File: src/verilog/arith_pkg.sv
package arith_pkg;

    // ************************************************
    // word size
    // ************************************************

    // default word length, the top level passes it down as WORD_BITS
    localparam int word_bits_default = 24;

    // ************************************************
    // commands
    // ************************************************

    typedef enum logic [1:0] {
        op_clear_add = 2'b00,
        op_add       = 2'b01,
        op_sub       = 2'b10,
        op_and       = 2'b11
    } op_e;

    typedef struct packed {
        op_e  op;
        logic clear_ovf;
    } cmd_s;

    // ************************************************
    // per word control and bit timing
    // ************************************************

    typedef struct packed {
        logic invert_mem;
        logic carry_in;
        logic logic_and;
        logic use_acc;
        logic check_ovf;
    } exec_ctrl_s;

    typedef struct packed {
        logic first_bit;
        logic last_bit;
    } bit_phase_s;

endpackage

File: src/verilog/accumulator_line.sv
`timescale 1ns/1ps

module accumulator_line #(
    parameter int WORD_BITS = arith_pkg::word_bits_default
) (
    input  logic                  bit_clk,
    input  logic                  rst_n,
    input  arith_pkg::bit_phase_s phase,
    input  logic                  active,
    input  logic                  result_bit,
    input  logic                  ovf_event,
    input  logic                  clear_ovf,
    output logic                  acc_bit,
    output logic [WORD_BITS-1:0]  acc_word,
    output logic                  ovf
);

    logic [WORD_BITS-1:0] line_q;
    logic [WORD_BITS-1:0] line_next;
    logic [WORD_BITS-1:0] lamp_q;
    logic                 ovf_q;

    // ************************************************
    // recirculating line
    // ************************************************

    // lsb leaves at the bottom, the new bit enters at the top
    assign line_next = {result_bit, line_q[WORD_BITS-1:1]};

    always_ff @(posedge bit_clk) begin
        if (!rst_n) begin
            line_q <= '0;
        end else if (active) begin
            line_q <= line_next;
        end
    end

    // lamps follow whole words only, steady while the line shifts
    always_ff @(posedge bit_clk) begin
        if (!rst_n) begin
            lamp_q <= '0;
        end else if (active && phase.last_bit) begin
            lamp_q <= line_next;
        end
    end

    // sticky overflow
    always_ff @(posedge bit_clk) begin
        if (!rst_n) begin
            ovf_q <= 1'b0;
        end else if (ovf_event) begin
            ovf_q <= 1'b1;
        end else if (clear_ovf) begin
            ovf_q <= 1'b0;
        end
    end

    assign acc_bit  = line_q[0];
    assign acc_word = lamp_q;
    assign ovf      = ovf_q;

endmodule

File: src/verilog/arith_unit.sv
`timescale 1ns/1ps

module arith_unit #(
    parameter int WORD_BITS = arith_pkg::word_bits_default
) (
    input  logic                 bit_clk,
    input  logic                 rst_n,
    input  logic                 cmd_valid,
    input  arith_pkg::cmd_s      cmd,
    input  logic                 mem_bit,
    output logic                 busy,
    output logic                 done,
    output logic [WORD_BITS-1:0] acc_word,
    output logic                 ovf
);

    arith_pkg::bit_phase_s phase;
    arith_pkg::exec_ctrl_s ctrl;
    logic                  active;
    logic                  clear_ovf;
    logic                  acc_bit;
    logic                  result_bit;
    logic                  ovf_event;

    // ************************************************
    // timing and control
    // ************************************************

    word_timing #(.WORD_BITS(WORD_BITS)) word_timing_i (
        .bit_clk (bit_clk),
        .rst_n   (rst_n),
        .phase   (phase)
    );

    command_decode command_decode_i (
        .bit_clk   (bit_clk),
        .rst_n     (rst_n),
        .cmd_valid (cmd_valid),
        .cmd       (cmd),
        .phase     (phase),
        .ctrl      (ctrl),
        .active    (active),
        .busy      (busy),
        .done      (done),
        .clear_ovf (clear_ovf)
    );

    // ************************************************
    // serial datapath
    // ************************************************

    serial_alu #(.WORD_BITS(WORD_BITS)) serial_alu_i (
        .bit_clk    (bit_clk),
        .rst_n      (rst_n),
        .phase      (phase),
        .ctrl       (ctrl),
        .active     (active),
        .acc_bit    (acc_bit),
        .mem_bit    (mem_bit),
        .result_bit (result_bit),
        .ovf_event  (ovf_event)
    );

    accumulator_line #(.WORD_BITS(WORD_BITS)) accumulator_line_i (
        .bit_clk    (bit_clk),
        .rst_n      (rst_n),
        .phase      (phase),
        .active     (active),
        .result_bit (result_bit),
        .ovf_event  (ovf_event),
        .clear_ovf  (clear_ovf),
        .acc_bit    (acc_bit),
        .acc_word   (acc_word),
        .ovf        (ovf)
    );

endmodule

File: src/verilog/command_decode.sv
`timescale 1ns/1ps

module command_decode (
    input  logic                  bit_clk,
    input  logic                  rst_n,
    input  logic                  cmd_valid,
    input  arith_pkg::cmd_s       cmd,
    input  arith_pkg::bit_phase_s phase,
    output arith_pkg::exec_ctrl_s ctrl,
    output logic                  active,
    output logic                  busy,
    output logic                  done,
    output logic                  clear_ovf
);

    // per word control from the operation code
    function automatic arith_pkg::exec_ctrl_s decode_op(input arith_pkg::op_e op);
        arith_pkg::exec_ctrl_s c;
        c = '0;
        case (op)
            arith_pkg::op_add: begin
                c.use_acc   = 1'b1;
                c.check_ovf = 1'b1;
            end
            arith_pkg::op_sub: begin
                c.invert_mem = 1'b1;
                c.carry_in   = 1'b1;
                c.use_acc    = 1'b1;
                c.check_ovf  = 1'b1;
            end
            arith_pkg::op_and: begin
                c.logic_and = 1'b1;
                c.use_acc   = 1'b1;
            end
            // clear-and-add drops the accumulator bit
            default: c = '0;
        endcase
        return c;
    endfunction

    logic           accept;
    logic           pending_q;
    logic           active_q;
    logic           done_q;
    arith_pkg::op_e op_q;

    assign accept = cmd_valid && !busy;

    always_ff @(posedge bit_clk) begin
        if (!rst_n) begin
            pending_q <= 1'b0;
            active_q  <= 1'b0;
            done_q    <= 1'b0;
        end else begin
            done_q <= active_q && phase.last_bit;
            if (accept) begin
                pending_q <= 1'b1;
            end else if (pending_q && phase.first_bit) begin
                pending_q <= 1'b0;
                active_q  <= 1'b1;
            end else if (active_q && phase.last_bit) begin
                active_q <= 1'b0;
            end
        end
    end

    always_ff @(posedge bit_clk) begin
        if (accept) begin
            op_q <= cmd.op;
        end
    end

    // the pending word becomes active right at its first bit
    assign active    = active_q || (pending_q && phase.first_bit);
    assign busy      = pending_q || active_q;
    assign done      = done_q;
    assign clear_ovf = accept && cmd.clear_ovf;
    assign ctrl      = decode_op(op_q);

endmodule

File: src/verilog/serial_alu.sv
`timescale 1ns/1ps

module serial_alu #(
    parameter int WORD_BITS = arith_pkg::word_bits_default
) (
    input  logic                  bit_clk,
    input  logic                  rst_n,
    input  arith_pkg::bit_phase_s phase,
    input  arith_pkg::exec_ctrl_s ctrl,
    input  logic                  active,
    input  logic                  acc_bit,
    input  logic                  mem_bit,
    output logic                  result_bit,
    output logic                  ovf_event
);

    logic a_bit;
    logic m_bit;
    logic carry_q;
    logic carry_in_bit;
    logic carry_out_bit;
    logic sum_bit;

    // first and last bit must fall in different cycles
    if (WORD_BITS < 4) begin : g_word_check
        $error("serial_alu: WORD_BITS must be 4 or more");
    end

    // ************************************************
    // operand conditioning
    // ************************************************

    // clear-and-add forces the accumulator bit to zero
    assign a_bit = acc_bit & ctrl.use_acc;
    // ones complement for subtract, the +1 comes in as carry
    assign m_bit = mem_bit ^ ctrl.invert_mem;

    // ************************************************
    // one bit adder
    // ************************************************

    assign carry_in_bit  = phase.first_bit ? ctrl.carry_in : carry_q;
    assign sum_bit       = a_bit ^ m_bit ^ carry_in_bit;
    assign carry_out_bit = (a_bit & m_bit) | (carry_in_bit & (a_bit ^ m_bit));

    assign result_bit = ctrl.logic_and ? (a_bit & m_bit) : sum_bit;

    // carry held between bit times
    always_ff @(posedge bit_clk) begin
        if (!rst_n) begin
            carry_q <= 1'b0;
        end else if (active) begin
            carry_q <= carry_out_bit;
        end
    end

    // signed overflow: carry into the sign bit differs from carry out
    assign ovf_event = active && phase.last_bit && ctrl.check_ovf &&
                       (carry_in_bit ^ carry_out_bit);

endmodule

File: src/verilog/word_timing.sv
`timescale 1ns/1ps

module word_timing #(
    parameter int WORD_BITS = arith_pkg::word_bits_default
) (
    input  logic                  bit_clk,
    input  logic                  rst_n,
    output arith_pkg::bit_phase_s phase
);

    localparam int cnt_w = $clog2(WORD_BITS);
    localparam logic [cnt_w-1:0] last_count = cnt_w'(WORD_BITS - 1);

    logic [cnt_w-1:0] bit_cnt;

    // ************************************************
    // bit time counter
    // ************************************************

    // free running from reset, so bit 0 is the first cycle after release
    always_ff @(posedge bit_clk) begin
        if (!rst_n) begin
            bit_cnt <= '0;
        end else if (bit_cnt == last_count) begin
            bit_cnt <= '0;
        end else begin
            bit_cnt <= bit_cnt + 1'b1;
        end
    end

    // word boundary marks
    assign phase.first_bit = (bit_cnt == '0);
    assign phase.last_bit  = (bit_cnt == last_count);

endmodule
File: config.mk
export PLATFORM = sky130hd
export DESIGN_NAME = arith_unit
export DESIGN_NICKNAME = d
export VERILOG_FILES = /design/src/verilog/arith_pkg.sv /design/src/verilog/accumulator_line.sv /design/src/verilog/arith_unit.sv /design/src/verilog/command_decode.sv /design/src/verilog/serial_alu.sv /design/src/verilog/word_timing.sv
export SDC_FILE = /design/constraint.sdc
export NUM_CORES = 1
export LEC_CHECK = 0
export ABC_AREA = 1
export CORE_MARGIN = 4
export CORE_UTILIZATION = 46
export CTS_CLUSTER_DIAMETER = 200
export DETAILED_ROUTE_END_ITERATION = 16
export DONT_BUFFER_PORTS = 1
export PLACE_DENSITY_LB_ADDON = 0.05
export SYNTH_ARGS = -nofsm -noshare
export SYNTH_HDL_FRONTEND = slang
export SYNTH_HIERARCHICAL = 1
export SYNTH_SLANG_ARGS = --single-unit
File: constraint.sdc
create_clock -name bit_clk -period 5.33 [get_ports bit_clk]
set_clock_uncertainty 0.05 [all_clocks]
set_input_delay 0.7995 -clock bit_clk [delete_from_list [all_inputs] [get_ports bit_clk]]
set_output_delay 0.7995 -clock bit_clk [all_outputs]
set_load 0.1 [all_outputs]
==> results.yml <==
synth:
  synth_xor_area_share_pct: 0.338
  seq_area_frac_synth_pct: 47.1
  yosys.cell_types.count: 25
  ys_warn_count: 6
  synth_mux_area_share_pct: 0
  syn_area_mm2: 0.00259
  synth_top_family_by_area: "simple AND/OR/NAND/NOR gates"
  synth-seq-cells: 60
  synth.avg_cell_area_um2: 7.39
  synthSimpleGateAreaFrac_pct: 28.0
  synth_cells: 351
  syn-num-nets: 365
  synth_compound_area_share_pct: 7.96
  synthAdderAreaFrac_pct: 3.67
power_and_ir_drop:
  clkPwrFrac_pct: 40.4
  vdd_drop_max_v: 0.000186
  p_per_area_mw_per_mm2: 331
  p_seq_share_pct: 51.8
  p_sw_share_pct: 25.7
  p_leak_nw: 1.29
  intPower_mw: 0.670
  power_frac_comb_pct: 7.8
  p_switching_mw: 0.232
floorplan:
  start_util_pct: 47.4
  boundaryPins: 34
  core_mm2: 0.00547
  die-area_mm2: 0.00690
  fp-row-count: 27
  die_x_um: 83.1
  die_h_um: 83.1
layout:
  final_cell_mix: "nand2_1 (97), nor2_1 (60), dfxtp_1 (58), inv_1 (48), a21oi_1 (22)"
  layout-drive-gt1-share_pct: 10.5
  final_common_cell: "nand2_1"
  synthToLayoutAreaGrowth_pct: 5.11
  final_nets: 360
  antenna_cells: 0
route:
  wirelength_um: 4510
  post_drt_wl_per_cell_um: 10.7
  ant_nets: 0
  viasPerCell: 4.48
  drtPass1Iterations: 4
  drc: 0
  drtIter0Drc: 74
  vias: 1897
clock_tree:
  cts_root_buffer: "clkbuf_8"
  post_cts_buffers: 0
  clk_pin_slew_worst_paths_ps: 60
  clk_path_buf_depth: 2
  tritoncts.num_buffers: 9
  cts_resized: 0
  htree_num_levels: 3
  cts.sink_count: 60
  cts_tree: "done"
  hold_buffers: 0
  clock_latency_ps: 330
placement:
  io_buffers: 0
  pre_cts_slack_ps: 2990
  place.gp.congestion: 0.749
  place_hpwl_um: 2780
global_routing:
  grt_max_degree: 43
  grt_usage_pct: 14.0
  overflow: 0
  grt_pass1_vias: 1778
  antenna_found_initial: 0
  grt_first_pass_wirelength_um: 7960
setup_path:
  cp.arrival_ps: 2490
  worst_setup_path_end_kind: "flop"
  critPathMaxStageDelay_ps: 410
  crit_slowest_cell: "nor3_1"
  worstPathRequired_ps: 5500
  setup.worst_path.start_class: "flop"
  path_class: "flop to flop"
  r2r_slack_ps: 3020
  path_cells: "inv_1, ha_1, nand2_1, nor3_1, nand2_1, nand2_1, buf_4, nand2_4, nor2_1, nor2_1"
  crit_top_cell: "nand2_1"
  worstPathMaxFanout: 42
sta:
  worstMarginPinSlew_ps: 992
  finalSetupViolCount: 0
  slew_viol_final: 0
  fin_tns_setup_ps: 0
  min_period_ps: 2310
  hold_viol: 0
  max_freq_ghz: 0.432
  maxSlewHeadroom_pct: 33.8
  setup_ws_ps: 3020
  period_share_pct: 43.4
  rsz0062_at_grt: "no"
outcome:
  status: "complete, no violations"
hold_path:
  hold_path.class: "flop to flop"
flow_run:
  cap_violations: 0
[metal layers]
| layer | vias to the layer above | share of wire [%] | GRT usage, % |
|---|---|---|---|
| met5 | - | 0 | 0 |
| met4 | 0 | 2.3 | 7.13 |
| met3 | 10 | 5.8 | 5.75 |
| met2 | 35 | 41 | 20.8 |
| met1 | 816 | 50 | 17.5 |
| li1 | 1036 | - | - |
[flip-flops by register name, summed over array words and instances, names as in the netlist]
register / flops
command_decode_i/op_q: 2
command_decode_i/active_q: 1
command_decode_i/done: 1
word_timing_i/bit_cnt: 5
command_decode_i/pending_q: 1
accumulator_line_i/line_q: 24
accumulator_line_i/acc_word: 24
accumulator_line_i/ovf: 1
serial_alu_i/carry_q: 1
[synthesized netlist by cell type, drive strengths merged]
master | count | area (um^2)
and3 | 1 | 6.26
edfxtp | 2 | 60.1
ha | 6 | 75.1
nor2 | 62 | 243
nor3 | 3 | 15.0
nand2 | 107 | 432
nand3 | 5 | 25.0
inv | 50 | 188
nand4 | 1 | 6.26
clkinv | 1 | 3.75
xnor2 | 1 | 8.76
buf | 17 | 144
fa | 1 | 20.0
o21ai | 7 | 35.0
a21oi | 29 | 171
dfxtp | 58 | 1160
[power by group through the flow]
stage | registers [mW] | clock network (mW) | logic [mW]
floorplan | 0.476 | 0 | 0.0726
global placement | 0.477 | 0 | 0.0709
detailed placement | 0.477 | 0 | 0.0711
CTS | 0.467 | 0.378 | 0.0714
global route | 0.469 | 0.397 | 0.0795
finish | 0.467 | 0.365 | 0.0702
[worst paths after layout]
path,to,start,depth (start not counted)
worst max-delay path,accumulator_line_i/acc_word[12]$_SDFFE_PN0P_,word_timing_i/bit_cnt[0]$_SDFF_PP0_,10
worst min-delay path,accumulator_line_i/line_q[5]$_SDFFE_PN0P_,accumulator_line_i/line_q[5]$_SDFFE_PN0P_,2
worst max register to register,accumulator_line_i/acc_word[12]$_SDFFE_PN0P_,word_timing_i/bit_cnt[0]$_SDFF_PP0_,10
worst min register to register,accumulator_line_i/line_q[5]$_SDFFE_PN0P_,accumulator_line_i/line_q[5]$_SDFFE_PN0P_,2
[cell type report]
class | count | area [um^2]
inverters | 51 | 191
fillers | 552 | 2750
clock inverters | 4 | 23.8
multi-input cells | 223 | 1040
clock buffers | 12 | 155
flip-flops and latches | 60 | 1220
well taps | 72 | 90.1
repair buffers | 1 | 7.51
[per-stage QoR]
step	hold WS (ps)	instances	cell area (um^2)	utilization, %	power [mW]
final	428	423	2730	49.8	0.902
after global placement	412	407	2550	46.5	0.548
after global routing	444	423	2730	49.8	0.945
after floorplan	389	351	2590	-	0.548
after detailed placement	418	407	2550	46.5	0.549
after CTS	430	423	2730	49.8	0.917
[worst max-delay path, delay by kind of cell, from the launching register on]
kind / cells / cell delay, ps
AND/OR/NAND/NOR: 7 / 1260
buffers and inverters: 2 / 400
flip-flops: 1 / 340
adder cells (fa/ha/maj): 1 / 130
[cell families (layout without fill, tap and decap cells)]
| family | Yosys count | in the layout |
|---|---|---|
| buf+inv | 68 | 68 |
| xor+xnor | 1 | 1 |
| fa+ha+maj | 7 | 7 |
| flops | 60 | 60 |
| simple gates | 179 | 179 |
| compound gates | 36 | 36 |
Power figures use the tool's default switching activity.
